<file path="config.mk">
export PLATFORM = sky130hd
export DESIGN_NAME = mprj_io_top
export DESIGN_NICKNAME = d
export VERILOG_FILES = /design/src/common/mprj_pkg.sv /design/src/design/gpio_cfg_block.sv /design/src/design/mprj_ctrl_wb.sv /design/src/design/mprj_io_top.sv /design/src/mprj_ctrl/mprj_ctrl_regs.sv /design/src/mprj_ctrl/mprj_serial_loader.sv
export SDC_FILE = /design/constraint.sdc
export NUM_CORES = 1
export LEC_CHECK = 0
export BUFFER_PORTS_ARGS = -buffer_cell sky130_fd_sc_hd__buf_2
export CAP_MARGIN = 30
export CORE_MARGIN = 2
export CORE_UTILIZATION = 40
export DETAILED_ROUTE_END_ITERATION = 16
export GPL_ROUTABILITY_DRIVEN = 0
export HOLD_SLACK_MARGIN = 0.03
export SYNTH_ARGS = -nofsm -noshare
export SYNTH_HDL_FRONTEND = slang
export SYNTH_SLANG_ARGS = --single-unit
</file>
<file path="constraint.sdc">
create_clock -name clk -period 2.6 [get_ports clk]
set_input_delay 0.78 -clock clk [delete_from_list [all_inputs] [get_ports clk]]
set_output_delay 0.78 -clock clk [all_outputs]
set_load 0.01 [all_outputs]
</file>
<file path="src/common/mprj_pkg.sv">
package mprj_pkg;

    localparam int IO_CTRL_BITS = 13;

    // One pad's configuration word, sent MSB first down the chain
    typedef struct packed {
        logic [2:0] dm;            // Drive mode
        logic       trip_sel;
        logic       slow_slew;
        logic [2:0] analog;        // Enable, select and polarity
        logic       ib_sel;
        logic       inp_dis;       // Input disable, also the management output enable
        logic       hold_ovr;
        logic       oeb;           // Output enable, active low
        logic       mgmt_ena;
    } io_ctrl_t;

    // Reset values, the shadow defaults in the pad chain must agree
    localparam io_ctrl_t IOCTRL_BIDIR_DEF = 13'h1803;  // Pads 0 and 1
    localparam io_ctrl_t IOCTRL_INPUT_DEF = 13'h0403;  // Plain input pads

    // Byte offsets inside the register block
    localparam logic [7:0] XFER_OFS     = 8'h00;
    localparam logic [7:0] PWRDATA_OFS  = 8'h04;
    localparam logic [7:0] IODATA_OFS   = 8'h08;  // One word per 32 pads
    localparam logic [7:0] IOCONFIG_OFS = 8'h20;  // One word per pad

    // Wishbone request from the management CPU
    typedef struct packed {
        logic [31:0] adr;
        logic [31:0] dat;
        logic [3:0]  sel;
        logic        we;
        logic        cyc;
        logic        stb;
    } wb_req_t;

    // Internal memory-style request seen by the register block
    typedef struct packed {
        logic        valid;
        logic [31:0] addr;
        logic [31:0] wdata;
        logic [1:0]  wstrb;
    } iomem_req_t;

    // Daisy chain to the pad configuration blocks
    typedef struct packed {
        logic clock;
        logic resetn;
        logic data;
    } serial_bus_t;

endpackage

</file>
<file path="src/design/gpio_cfg_block.sv">
module gpio_cfg_block #(
    parameter mprj_pkg::io_ctrl_t DEFAULT_CFG = mprj_pkg::IOCTRL_INPUT_DEF
) (
    input  logic                  clk,
    input  logic                  resetn,
    input  mprj_pkg::serial_bus_t serial_i,
    output logic                  serial_data_o,
    output mprj_pkg::io_ctrl_t    cfg_o
);
    import mprj_pkg::*;

    logic                    clk_q;     // Serial clock one cycle back
    logic                    shift_en;
    logic                    load_en;
    logic [IO_CTRL_BITS-1:0] shift_q;

    // Serial clock is a plain level in the clk domain
    assign shift_en = serial_i.clock && !clk_q;
    assign load_en  = serial_i.clock && !serial_i.resetn;

    assign serial_data_o = shift_q[IO_CTRL_BITS-1];  // Feeds the next pad

    always_ff @(posedge clk or negedge resetn) begin
        if (!resetn) begin
            clk_q   <= 1'b0;
            shift_q <= '0;
        end else begin
            clk_q <= serial_i.clock;
            if (shift_en) begin
                shift_q <= {shift_q[IO_CTRL_BITS-2:0], serial_i.data};
            end
        end
    end

    // Shadow only changes on the load strobe
    always_ff @(posedge clk or negedge resetn) begin
        if (!resetn) begin
            cfg_o <= DEFAULT_CFG;
        end else if (load_en) begin
            cfg_o <= shift_q;
        end
    end

endmodule

</file>
<file path="src/design/mprj_ctrl_wb.sv">
module mprj_ctrl_wb (
    input  logic                 clk,
    input  logic                 resetn,
    input  mprj_pkg::wb_req_t    wb_req_i,
    input  logic [31:0]          rdata_i,
    input  logic                 ready_i,
    output mprj_pkg::iomem_req_t iomem_o,
    output logic [31:0]          wb_dat_o,
    output logic                 wb_ack_o
);

    // Request side
    assign iomem_o.valid = wb_req_i.cyc && wb_req_i.stb;
    assign iomem_o.addr  = wb_req_i.adr;
    assign iomem_o.wdata = wb_req_i.dat;
    assign iomem_o.wstrb = wb_req_i.sel[1:0] & {2{wb_req_i.we}};  // Reads carry no strobes

    // Response side, ready is already a single-cycle pulse
    assign wb_dat_o = rdata_i;
    assign wb_ack_o = ready_i;

    // Register block must never stretch the acknowledge
    a_ack_single: assert property (
        @(posedge clk) disable iff (!resetn)
        wb_ack_o |=> !wb_ack_o
    );

    // An acknowledge outside a bus cycle means a dropped or stale request
    a_ack_in_cycle: assert property (
        @(posedge clk) disable iff (!resetn)
        wb_ack_o |-> wb_req_i.cyc
    );

endmodule

</file>
<file path="src/design/mprj_io_top.sv">
module mprj_io_top #(
    parameter logic [31:0] BASE_ADR = 32'h2300_0000,
    parameter int          NUM_PADS = 8,
    parameter int          NUM_PWR  = 4
) (
    input  logic                              clk,
    input  logic                              resetn,
    input  mprj_pkg::wb_req_t                 wb_req_i,
    input  logic [NUM_PADS-1:0]               mgmt_gpio_in_i,
    output logic [31:0]                       wb_dat_o,
    output logic                              wb_ack_o,
    output logic [NUM_PADS-1:0]               mgmt_gpio_out_o,
    output logic [NUM_PADS-1:0]               mgmt_gpio_en_o,
    output logic [NUM_PWR-1:0]                pwr_ctrl_o,
    output logic                              sdo_oenb_state_o,
    output logic                              jtag_oenb_state_o,
    output mprj_pkg::io_ctrl_t [NUM_PADS-1:0] pad_cfg_o
);
    import mprj_pkg::*;

    iomem_req_t              iomem;
    logic [31:0]             rdata;
    logic                    ready;
    logic                    xfer_start;
    logic                    busy;
    io_ctrl_t [NUM_PADS-1:0] io_ctrl;
    serial_bus_t             serial;
    logic [NUM_PADS:0]       chain_data;  // Bit i enters pad i

    assign chain_data[0] = serial.data;

    mprj_ctrl_wb mprj_ctrl_wb_i (
        .clk      (clk),
        .resetn   (resetn),
        .wb_req_i (wb_req_i),
        .rdata_i  (rdata),
        .ready_i  (ready),
        .iomem_o  (iomem),
        .wb_dat_o (wb_dat_o),
        .wb_ack_o (wb_ack_o)
    );

    mprj_ctrl_regs #(
        .BASE_ADR (BASE_ADR),
        .NUM_PADS (NUM_PADS),
        .NUM_PWR  (NUM_PWR)
    ) mprj_ctrl_regs_i (
        .clk               (clk),
        .resetn            (resetn),
        .iomem_i           (iomem),
        .mgmt_gpio_in_i    (mgmt_gpio_in_i),
        .busy_i            (busy),
        .rdata_o           (rdata),
        .ready_o           (ready),
        .xfer_start_o      (xfer_start),
        .io_ctrl_o         (io_ctrl),
        .mgmt_gpio_out_o   (mgmt_gpio_out_o),
        .mgmt_gpio_en_o    (mgmt_gpio_en_o),
        .pwr_ctrl_o        (pwr_ctrl_o),
        .sdo_oenb_state_o  (sdo_oenb_state_o),
        .jtag_oenb_state_o (jtag_oenb_state_o)
    );

    mprj_serial_loader #(
        .NUM_PADS (NUM_PADS)
    ) mprj_serial_loader_i (
        .clk          (clk),
        .resetn       (resetn),
        .xfer_start_i (xfer_start),
        .io_ctrl_i    (io_ctrl),
        .busy_o       (busy),
        .serial_o     (serial)
    );

    // Pad chain, clock and strobe fan out while data ripples through
    for (genvar i = 0; i < NUM_PADS; i++) begin : g_pad
        serial_bus_t pad_serial;

        assign pad_serial = '{clock: serial.clock, resetn: serial.resetn, data: chain_data[i]};

        gpio_cfg_block #(
            .DEFAULT_CFG ((i < 2) ? IOCTRL_BIDIR_DEF : IOCTRL_INPUT_DEF)
        ) gpio_cfg_block_i (
            .clk           (clk),
            .resetn        (resetn),
            .serial_i      (pad_serial),
            .serial_data_o (chain_data[i+1]),
            .cfg_o         (pad_cfg_o[i])
        );
    end

endmodule

</file>
<file path="src/mprj_ctrl/mprj_ctrl_regs.sv">
module mprj_ctrl_regs #(
    parameter logic [31:0] BASE_ADR = 32'h2300_0000,
    parameter int          NUM_PADS = 8,
    parameter int          NUM_PWR  = 4
) (
    input  logic                              clk,
    input  logic                              resetn,
    input  mprj_pkg::iomem_req_t              iomem_i,
    input  logic [NUM_PADS-1:0]               mgmt_gpio_in_i,
    input  logic                              busy_i,
    output logic [31:0]                       rdata_o,
    output logic                              ready_o,
    output logic                              xfer_start_o,
    output mprj_pkg::io_ctrl_t [NUM_PADS-1:0] io_ctrl_o,
    output logic [NUM_PADS-1:0]               mgmt_gpio_out_o,
    output logic [NUM_PADS-1:0]               mgmt_gpio_en_o,
    output logic [NUM_PWR-1:0]                pwr_ctrl_o,
    output logic                              sdo_oenb_state_o,
    output logic                              jtag_oenb_state_o
);
    import mprj_pkg::*;

    localparam int IO_WORDS = (NUM_PADS + 31) / 32;

    logic [7:0]          offset;
    logic                hit;
    logic                wr_en;
    logic                xfer_sel;
    logic                pwr_sel;
    logic [IO_WORDS-1:0] io_data_sel;
    logic [NUM_PADS-1:0] io_ctrl_sel;
    logic [31:0]         io_word [IO_WORDS];  // GPIO inputs, zero-extended per word
    logic [31:0]         rdata_pre;

    // Accept once per request, ready low in between
    assign offset = iomem_i.addr[7:0];
    assign hit    = iomem_i.valid && !ready_o && (iomem_i.addr[31:8] == BASE_ADR[31:8]);
    assign wr_en  = hit && iomem_i.wstrb[0];  // Lane 0 only

    assign xfer_sel = (offset == XFER_OFS);
    assign pwr_sel  = (offset == PWRDATA_OFS);

    for (genvar w = 0; w < IO_WORDS; w++) begin : g_io_word
        localparam int LO    = w * 32;
        localparam int WIDTH = (NUM_PADS - LO < 32) ? NUM_PADS - LO : 32;

        assign io_data_sel[w] = (offset == 8'(IODATA_OFS + 4 * w));
        assign io_word[w]     = 32'(mgmt_gpio_in_i[LO +: WIDTH]);
    end

    for (genvar p = 0; p < NUM_PADS; p++) begin : g_pad
        assign io_ctrl_sel[p]    = (offset == 8'(IOCONFIG_OFS + 4 * p));
        assign mgmt_gpio_en_o[p] = io_ctrl_o[p].inp_dis;  // Drive only when input is off
    end

    // SDO and JTAG pads hand their OEB state back to the core
    assign sdo_oenb_state_o  = io_ctrl_o[1].oeb;
    assign jtag_oenb_state_o = io_ctrl_o[0].oeb;

    // Read mux, anything unmatched reads zero
    always_comb begin
        rdata_pre = '0;
        if (xfer_sel) begin
            rdata_pre = {31'b0, busy_i};
        end
        if (pwr_sel) begin
            rdata_pre = 32'(pwr_ctrl_o);
        end
        for (int w = 0; w < IO_WORDS; w++) begin
            if (io_data_sel[w]) begin
                rdata_pre = io_word[w];
            end
        end
        for (int p = 0; p < NUM_PADS; p++) begin
            if (io_ctrl_sel[p]) begin
                rdata_pre = {{(32 - IO_CTRL_BITS){1'b0}}, io_ctrl_o[p]};
            end
        end
    end

    always_ff @(posedge clk or negedge resetn) begin
        if (!resetn) begin
            ready_o      <= 1'b0;
            xfer_start_o <= 1'b0;
        end else begin
            ready_o      <= hit;
            xfer_start_o <= wr_en && xfer_sel && iomem_i.wdata[0];
        end
    end

    always_ff @(posedge clk) begin
        if (hit) begin
            rdata_o <= rdata_pre;  // Valid with ready
        end
    end

    // Power bits and pad configuration words
    always_ff @(posedge clk or negedge resetn) begin
        if (!resetn) begin
            pwr_ctrl_o <= '0;
            for (int p = 0; p < NUM_PADS; p++) begin
                io_ctrl_o[p] <= (p < 2) ? IOCTRL_BIDIR_DEF : IOCTRL_INPUT_DEF;
            end
        end else if (wr_en) begin
            if (pwr_sel) begin
                pwr_ctrl_o <= iomem_i.wdata[NUM_PWR-1:0];
            end
            for (int p = 0; p < NUM_PADS; p++) begin
                if (io_ctrl_sel[p]) begin
                    io_ctrl_o[p] <= iomem_i.wdata[IO_CTRL_BITS-1:0];
                end
            end
        end
    end

    // GPIO output data, 32 pads per word
    always_ff @(posedge clk or negedge resetn) begin
        if (!resetn) begin
            mgmt_gpio_out_o <= '0;
        end else if (wr_en) begin
            for (int i = 0; i < NUM_PADS; i++) begin
                if (io_data_sel[i / 32]) begin
                    mgmt_gpio_out_o[i] <= iomem_i.wdata[i % 32];
                end
            end
        end
    end

    // Loader sees a single start per accepted write
    a_xfer_pulse: assert property (
        @(posedge clk) disable iff (!resetn)
        xfer_start_o |=> !xfer_start_o
    );

endmodule

</file>
<file path="src/mprj_ctrl/mprj_serial_loader.sv">
module mprj_serial_loader #(
    parameter int NUM_PADS = 8
) (
    input  logic                              clk,
    input  logic                              resetn,
    input  logic                              xfer_start_i,
    input  mprj_pkg::io_ctrl_t [NUM_PADS-1:0] io_ctrl_i,
    output logic                              busy_o,
    output mprj_pkg::serial_bus_t             serial_o
);
    import mprj_pkg::*;

    localparam int PAD_W = $clog2(NUM_PADS + 1);

    typedef enum logic [1:0] {
        IDLE,
        START,
        XBYTE,
        LOAD
    } state_t;

    state_t                  state;
    logic [3:0]              bit_cnt;  // Bit index in XBYTE, step in LOAD
    logic [PAD_W-1:0]        pad_cnt;  // Pads still to send
    logic [IO_CTRL_BITS-1:0] staging;
    logic                    ser_clk;
    logic                    ser_rstn;

    assign busy_o          = (state != IDLE);
    assign serial_o.clock  = ser_clk;
    assign serial_o.resetn = ser_rstn;
    assign serial_o.data   = staging[IO_CTRL_BITS-1];  // MSB first

    always_ff @(posedge clk or negedge resetn) begin
        if (!resetn) begin
            state    <= IDLE;
            bit_cnt  <= '0;
            pad_cnt  <= PAD_W'(NUM_PADS);
            staging  <= '0;
            ser_clk  <= 1'b0;
            ser_rstn <= 1'b0;
        end else begin
            case (state)
                IDLE: begin
                    pad_cnt  <= PAD_W'(NUM_PADS);
                    ser_clk  <= 1'b0;
                    ser_rstn <= 1'b1;
                    if (xfer_start_i) begin
                        state <= START;
                    end
                end
                START: begin
                    // Highest pad goes first so it ends in the farthest block
                    pad_cnt <= pad_cnt - 1'b1;
                    staging <= io_ctrl_i[pad_cnt - 1'b1];
                    bit_cnt <= '0;
                    ser_clk <= 1'b0;
                    state   <= XBYTE;
                end
                XBYTE: begin
                    if (!ser_clk) begin
                        ser_clk <= 1'b1;  // Rising half, blocks sample here
                    end else if (bit_cnt == 4'(IO_CTRL_BITS - 1)) begin
                        // Clock stays high so the hand-over adds no edge
                        bit_cnt <= '0;
                        if (pad_cnt == '0) begin
                            state <= LOAD;
                        end else begin
                            state <= START;
                        end
                    end else begin
                        ser_clk <= 1'b0;
                        staging <= {staging[IO_CTRL_BITS-2:0], 1'b0};
                        bit_cnt <= bit_cnt + 1'b1;
                    end
                end
                LOAD: begin
                    bit_cnt <= bit_cnt + 1'b1;
                    case (bit_cnt)
                        4'd0: ser_clk <= 1'b1;
                        4'd1: ser_rstn <= 1'b0;  // Latch strobe, clock still high
                        4'd2: ser_rstn <= 1'b1;
                        default: begin
                            ser_clk <= 1'b0;
                            state   <= IDLE;
                        end
                    endcase
                end
                default: state <= IDLE;
            endcase
        end
    end

    // Latch strobe is a single LOAD cycle with the clock held high throughout
    a_load_strobe: assert property (
        @(posedge clk) disable iff (!resetn)
        $fell(ser_rstn) |-> (state == LOAD) && ser_clk ##1 ser_rstn && ser_clk
    );

endmodule

</file>
==> results of run 1 <==
-- how the worst max path moves through the flow --
stage | start | to | slack (ns) | cells after the start
after detailed placement | wb_req_i[41] | mprj_ctrl_regs_i.io_ctrl_o[51] | -0.08 | 7
after global routing | mprj_serial_loader_i.pad_cnt[0] | mprj_serial_loader_i.staging[2] | 0.28 | 7
final | mprj_serial_loader_i.pad_cnt[0] | mprj_serial_loader_i.staging[2] | 0.31 | 7
after floorplan | mprj_serial_loader_i.pad_cnt[0] | mprj_serial_loader_i.staging[12] | 0.05 | 10
after global placement | wb_req_i[40] | mprj_ctrl_regs_i.rdata_o[1] | -0.05 | 6
after CTS | mprj_serial_loader_i.pad_cnt[0] | mprj_serial_loader_i.staging[2] | 0.30 | 7
-- cells in the mapped netlist (all sizes together), types with 3 or more instances --
library cell,n
a21oi,12
a222oi,3
a22o,5
a22oi,7
and2,3
and4bb,4
buf,63
clkbuf,16
dfrtp,299
dfstp,53
edfxtp,13
ha,10
inv,12
mux2,368
mux2i,12
mux4,33
nand2,18
nand2b,10
nand3,7
nand4,3
nor2,23
nor2b,4
nor3,13
nor4,12
nor4b,3
o21ai,15
o221ai,3
o22ai,9
o2bb2ai,5
or4b,3
-- where the power goes --
group / total, mW / leakage, nW / internal (mW) / switching [mW]
clock: 5.55 / 0.627 / 3.23 / 2.32
combinational: 0.341 / 4.32 / 0.102 / 0.238
sequential: 5.71 / 4.81 / 5.71 / 0.0000000201
total: 11.6 / 9.76 / 9.05 / 2.56
-- placed cells by master (no fill, tap or decap), types with 3 or more instances in the layout --
cell        Yosys  routed
buf_4          33      65
nor2b_1         4       4
nand2_1        18      17
edfxtp_1       13      13
inv_1          12      12
clkbuf_1       16      11
mux2_2        365     365
buf_2          16     197
o221ai_1        3       3
a21oi_1        12      12
dfrtp_1       299     298
clkbuf_16       0      42
ha_1           10      10
clkbuf_8        0       5
inv_6           0       3
mux4_2         33      33
o22ai_1         9       9
and2_1          3       3
clkinv_2        0       5
a222oi_1        3       3
dfstp_2        53      53
mux2i_1        12      12
nand2b_1       10      10
a22oi_1         7       7
a22o_1          5       5
nor4_4          8       8
o2bb2ai_1       5       5
nand3_1         7       7
conb_1          1      19
nor3_1         11      11
clkinvlp_4      0       4
and4bb_2        4       4
o21ai_0        15      15
nor2_1         23      22
buf_12          0      15
mux2_1          3       3
-- worst max-delay path, cell delays in order (launching register included) --
cell and delay [ns]:
dfrtp_2 0.38, inv_1 0.05, ha_1 0.31, buf_12 0.23, mux4_2 0.34, mux2_2 0.32, mux2_2 0.27, mux2_2 0.26
-- per-layer routing --
| layer | GRT usage | wire length, µm | vias to the layer above |
|---|---|---|---|
| li1 | - | - | 4467 |
| met1 | 0.2463 | 16860 | 5067 |
| met2 | 0.2826 | 17640 | 214 |
| met3 | 0.03579 | 1651 | 69 |
| met4 | 0.05842 | 956 | 0 |
| met5 | 0 | 0 | - |
-- sequential cells by signal, summed over array words and instances, names as in the netlist, 2 cells and up --
signal and cells:
g_pad.gpio_cfg_block_i.cfg_o 104, g_pad.gpio_cfg_block_i.shift_q 104, mprj_ctrl_regs_i.io_ctrl_o 102, mprj_ctrl_regs_i.rdata_o 13, mprj_serial_loader_i.staging 13, mprj_ctrl_regs_i.mgmt_gpio_out_o 8
mprj_ctrl_regs_i.pwr_ctrl_o 4, mprj_serial_loader_i.bit_cnt 4, mprj_serial_loader_i.pad_cnt 4, mprj_serial_loader_i.state 2
-- final cells by class --
class                   instances  area, µm²
fillers                      3507      20360
flip-flops and latches        365       9266
multi-input cells             634       6588
repair buffers                278       1789
clock buffers                  58       1161
well taps                     525      656.9
clock inverters                16      135.1
inverters                      12      45.04
-- through the flow --
stage / total power, mW / hold WS, ns / setup slack [ns] / instances / cell area (µm²)
4_1_cts: 11.82 / 0.1311 / 0.3045 / 1888 / 19640
3_5_place_dp: 6.157 / 0.4873 / -0.07730 / 1814 / 18350
6_report: 11.60 / 0.1372 / 0.3142 / 1888 / 19640
5_1_grt: 12.07 / 0.1351 / 0.2752 / 1888 / 19640
2_1_floorplan: 5.923 / 0.4275 / 0.05173 / 1090 / 16360
3_3_place_gp: 6.152 / 0.4824 / -0.04560 / 1814 / 18350
-- cells by family after synthesis --
group / count (synthesis) / synth area share
muxes: 413 / 0.3073
buffers and inverters: 91 / 0.03210
adders and majority gates: 10 / 0.007679
DFF: 365 / 0.5687
xor gates and xnor gates: 2 / 0.001075
other: 1 / 0.0002302
and+or+nand+nor: 112 / 0.04945
AOI/OAI and AO/OA: 78 / 0.03348
==> results.json, run 1 <==
{
  "status": "finished clean",
  "post-cts-setup-buffers": 0,
  "post-dp-hpwl_um": 25300,
  "crit_fanout": 27,
  "dr_total_vias": 9817,
  "cp.arrival_ns": 2.71,
  "fmax_mhz": 437.5,
  "startpoint_type": "flop",
  "syn_inst": 1072,
  "finalCritPeriodShare": 0.8792,
  "r2r-end": "mprj_serial_loader_i.staging[2]",
  "vdd_drop_max_mv": 0.4332,
  "min_period_ns": 2.286,
  "ys_seq_area_frac": 0.5687,
  "setup_viol": 0,
  "rr_startpoint": "mprj_serial_loader_i.pad_cnt[0]",
  "synth.area.top_cells": "dfrtp_1, mux2_2, dfstp_2",
  "max_slew_margin": 0.6015,
  "cts_tree": "done",
  "hold_buffers": 0,
  "grt_pass1_vias": 10060,
  "final_nets": 1422,
  "io_pins": 240,
  "grt_max_degree": 105,
  "grt_overflow_total": 0,
  "p_per_area_nw_per_um2": 590.7,
  "leakage_nw": 9.764,
  "path_clk_slew_ns": 0.06,
  "dr.pass1.iters": 5,
  "port_buffers": 198,
  "die_w_um": 205.8,
  "wl_um": 37100,
  "r2r_setup_slack_ns": 0.31,
  "post_drt_wl_per_cell_um": 19.65,
  "synth_area_per_cell_um2": 15.20,
  "htreeDepth": 2,
  "fp.dieH_um": 205.8,
  "cap_violations": 0,
  "synth_cell_types": 62,
  "drt_iter0_markers": 472,
  "antenna_found_initial": 0,
  "min_path_type": "in2async",
  "worst_pin_slew_ns": 0.5977,
  "synth_area_um2": 16290,
  "yosysWarnings": 0,
  "ys_seq_elements": 365,
  "row_count": 73,
  "async_flop_share": 0.9644,
  "grt_setup_unrepaired": "no",
  "finalSetupTns_ns": 0,
  "clk_latency_ns": 0.56,
  "utilization": 0.4910,
  "vias_per_cell": 5.200,
  "cts_root_buf": "clkbuf_16",
  "synth_area_leader_cell": "dfrtp_1",
  "diodes": 0,
  "ant_nets": 0,
  "synth_edf_count": 13,
  "crit_type": "reg2reg",
  "worstPathRequired_ns": 3.03,
  "drv_slew": 0,
  "netlist.area_leader.share": 0.4592,
  "ctsResizeCount": 0,
  "cts-buffers-inserted": 40,
  "drive_gt1_frac": 0.6001,
  "syn2layout_area_growth_pct": 20.55,
  "clock_skew_ns": 0.02362,
  "start_util": 0.4073,
  "ys.flop_type": "dfrtp_1",
  "hold_violations": 0,
  "clk_path_buf_depth": 3,
  "drc": 0,
  "clkSinkCount": 365,
  "cp-end-kind": "flop",
  "fp.dieArea_um2": 42360,
  "track_usage": 0.1784,
  "coreArea_um2": 40010,
  "grt_pass1_wl_um": 58330,
  "rr_worst_depth": 7
}
Note: power is estimated with default switching activity, not from simulation.
==> inputs of run 2 (changes only) <==
--- a/config.mk
+++ b/config.mk
@@ -8,10 +8,12 @@
 export BUFFER_PORTS_ARGS = -buffer_cell sky130_fd_sc_hd__buf_2
 export CAP_MARGIN = 30
 export CORE_MARGIN = 2
-export CORE_UTILIZATION = 40
+export CORE_UTILIZATION = 55
 export DETAILED_ROUTE_END_ITERATION = 16
 export GPL_ROUTABILITY_DRIVEN = 0
 export HOLD_SLACK_MARGIN = 0.03
+export PLACE_DENSITY = 0.77
+export RECOVER_POWER = 50
 export SYNTH_ARGS = -nofsm -noshare
 export SYNTH_HDL_FRONTEND = slang
 export SYNTH_SLANG_ARGS = --single-unit
==> constraint.sdc (replaced) <==
create_clock -name clk -period 2.4 [get_ports clk]
set_input_delay 0.72 -clock clk [delete_from_list [all_inputs] [get_ports clk]]
set_output_delay 0.72 -clock clk [all_outputs]
set_load 0.01 [all_outputs]
==> run 2 against run 1 <==
The flow now finishes with violations (capacitance limit, slew limit). Combinational power increased by 6.5%. Non-clock buffer count fell by 3. Register-to-register slack worse by 0.21 ns. Final cell count fell by 7.5%. Die area fell by 27%. Critical path type unchanged. Critical endpoint is now mprj_serial_loader_i.staging[9].
==> results.json, run 2 (synthesized netlist as in run 1, its figures left out) <==
{
  "status": "finished with violations",
  "violations": "capacitance limit, slew limit",
  "fmax_mhz": 436.5,
  "cap_violations": 1,
  "rr_startpoint": "mprj_serial_loader_i.pad_cnt[0]",
  "grt_overflow_total": 0,
  "finalCritPeriodShare": 0.9545,
  "rr_worst_depth": 7,
  "cts-buffers-inserted": 38,
  "routed.top_layer": "met4",
  "port_buffers": 198,
  "cp.buffers_inverters": 2,
  "hold_buffers": 0,
  "coreArea_um2": 29400,
  "clk_path_buf_depth": 3,
  "io_pins": 240,
  "seq_area_um2": 9266,
  "drive_gt1_frac": 0.5956,
  "crit_fanout": 27,
  "cpMostUsedCell": "mux2_2",
  "post-dp-hpwl_um": 24210,
  "timing.critical_path.cells": "inv_1 -> ha_1 -> buf_12 -> mux4_2 -> mux2_2 -> mux2_2 -> mux2_2",
  "htreeDepth": 2,
  "clkSinkCount": 365,
  "final_common_cell": "mux2_2",
  "die_w_um": 176.1,
  "wl_met3_um": 2067,
  "total_power_mw": 12.21,
  "wl_um": 35190,
  "setup_viol": 0,
  "reg_top3": "g_pad.gpio_cfg_block_i.cfg_o (104), g_pad.gpio_cfg_block_i.shift_q (104), mprj_ctrl_regs_i.io_ctrl_o (102)",
  "grt_setup_unrepaired": "no",
  "p_per_area_nw_per_um2": 632.5,
  "min_period_ns": 2.291,
  "vdd_drop_max_mv": 0.5621,
  "final_cell_mix": "mux2_2, dfrtp_1, buf_2",
  "utilization": 0.6564,
  "drc": 0,
  "fp.dieArea_um2": 31020,
  "post_drt_wl_per_cell_um": 20.14,
  "r2r-end": "mprj_serial_loader_i.staging[9]",
  "antenna_found_initial": 2,
  "row_count": 63,
  "num-fill-cells": 2136,
  "multi_input_area_um2": 6583,
  "critical-path-top-delay-family": "multiplexers",
  "post-cts-setup-buffers": 0,
  "path_clk_slew_ns": 0.06,
  "dr_total_vias": 9966,
  "start_util": 0.5542,
  "worstPathRequired_ns": 2.80,
  "clock_skew_ns": 0.01866,
  "fp.dieH_um": 176.1,
  "grt_max_degree": 79,
  "syn2layout_area_growth_pct": 18.45,
  "worst_pin_slew_ns": 1.828,
  "drv_slew": 28,
  "startpoint": "mprj_serial_loader_i.pad_cnt[0]",
  "grt_pass1_wl_um": 56500,
  "drt_iter0_markers": 616,
  "critical_path.max_stage_delay_ns": 0.38,
  "worst-path-stages": 7,
  "leakage_nw": 9.688,
  "ctsResizeCount": 0,
  "track_usage": 0.2304,
  "critPathSlowestCell": "dfrtp_2",
  "startpoint_type": "flop",
  "vias_per_cell": 5.705,
  "hold_violations": 0,
  "max_slew_margin": -0.2185,
  "final_nets": 1417,
  "grt_pass1_vias": 10260,
  "min_path_type": "reg2reg",
  "cts_root_buf": "clkbuf_16",
  "cp-end-kind": "flop",
  "clk_latency_ns": 0.53,
  "wl_met2_um": 17320,
  "cts_tree": "done",
  "cp.arrival_ns": 2.69,
  "r2r_setup_slack_ns": 0.11,
  "crit_type": "reg2reg",
  "m1WireLength_um": 14930,
  "dr.pass1.iters": 5,
  "ant_nets": 0,
  "critPathCapture": "mprj_serial_loader_i.staging[9]"
}
## run 2: changes by cell type in the layout (fill, tap and decap cells not counted), sizes merged
cell          before  now
clkinvlp           4    0
clkbuf            58   62
dlymetal6s4s       0    1
inv               16   14
buf              278  271
diode              0    2
## run 2: routing by layer
layer | GRT usage | vias to the layer above
met2 | 0.3742 | 317
met4 | 0.07266 | 0
met3 | 0.03962 | 69
met5 | 0 | -
met1 | 0.3196 | 5124
li1 | - | 4456
## run 2: power breakdown
group / switching (mW) / leakage [nW] / total, mW / internal, mW
registers: 0.0000000224 / 4.81 / 6.19 / 6.19
logic: 0.251 / 4.28 / 0.363 / 0.113
clock network: 2.35 / 0.595 / 5.66 / 3.30
## run 2: worst min path at each step
stage | cells past startpoint | start | end | slack (ns)
floorplan | 0 | resetn | g_pad[0].gpio_cfg_block_i.cfg_o[10] | 0.42
global placement | 1 | g_pad[7].gpio_cfg_block_i.cfg_o[11] | g_pad[7].gpio_cfg_block_i.cfg_o[11] | 0.48
detailed placement | 1 | g_pad[4].gpio_cfg_block_i.cfg_o[8] | g_pad[4].gpio_cfg_block_i.cfg_o[8] | 0.49
CTS | 1 | resetn | g_pad[1].gpio_cfg_block_i.cfg_o[3] | 0.06
global route | 0 | mprj_serial_loader_i.ser_clk | g_pad[7].gpio_cfg_block_i.clk_q | 0.49
finish | 0 | mprj_serial_loader_i.ser_clk | g_pad[7].gpio_cfg_block_i.clk_q | 0.48
## run 2: worst register-to-register path: stages, from the launching register on
cell	delay, ns
dfrtp_2	0.38
inv_1	0.05
ha_1	0.31
buf_12	0.22
mux4_2	0.39
mux2_2	0.29
mux2_2	0.26
mux2_2	0.26
## run 2: cell type report
cell class | instances | area share
sequential | 365 | 0.4801
multi-input combinational | 634 | 0.3411
timing repair buffer | 275 | 0.08856
clock buffer | 59 | 0.05750
tap | 390 | 0.02528
clock inverter | 10 | 0.004862
inverter | 12 | 0.002334
antenna | 2 | 0.0002593
## run 2: stage by stage
stage | std cells | hold slack (ns) | instance area [µm²] | TNS, ns | setup WS [ns]
finish | 1747 | 0.4760 | 19300 | 0 | 0.1091
global placement | 1676 | 0.4821 | 18130 | -9.405 | -0.2229
CTS | 1745 | 0.06130 | 19330 | 0 | 0.1194
detailed placement | 1676 | 0.4869 | 18130 | -11.79 | -0.2317
global route | 1747 | 0.4888 | 19300 | 0 | 0.04770
floorplan | 1090 | 0.4244 | 16390 | -0.04727 | -0.005908
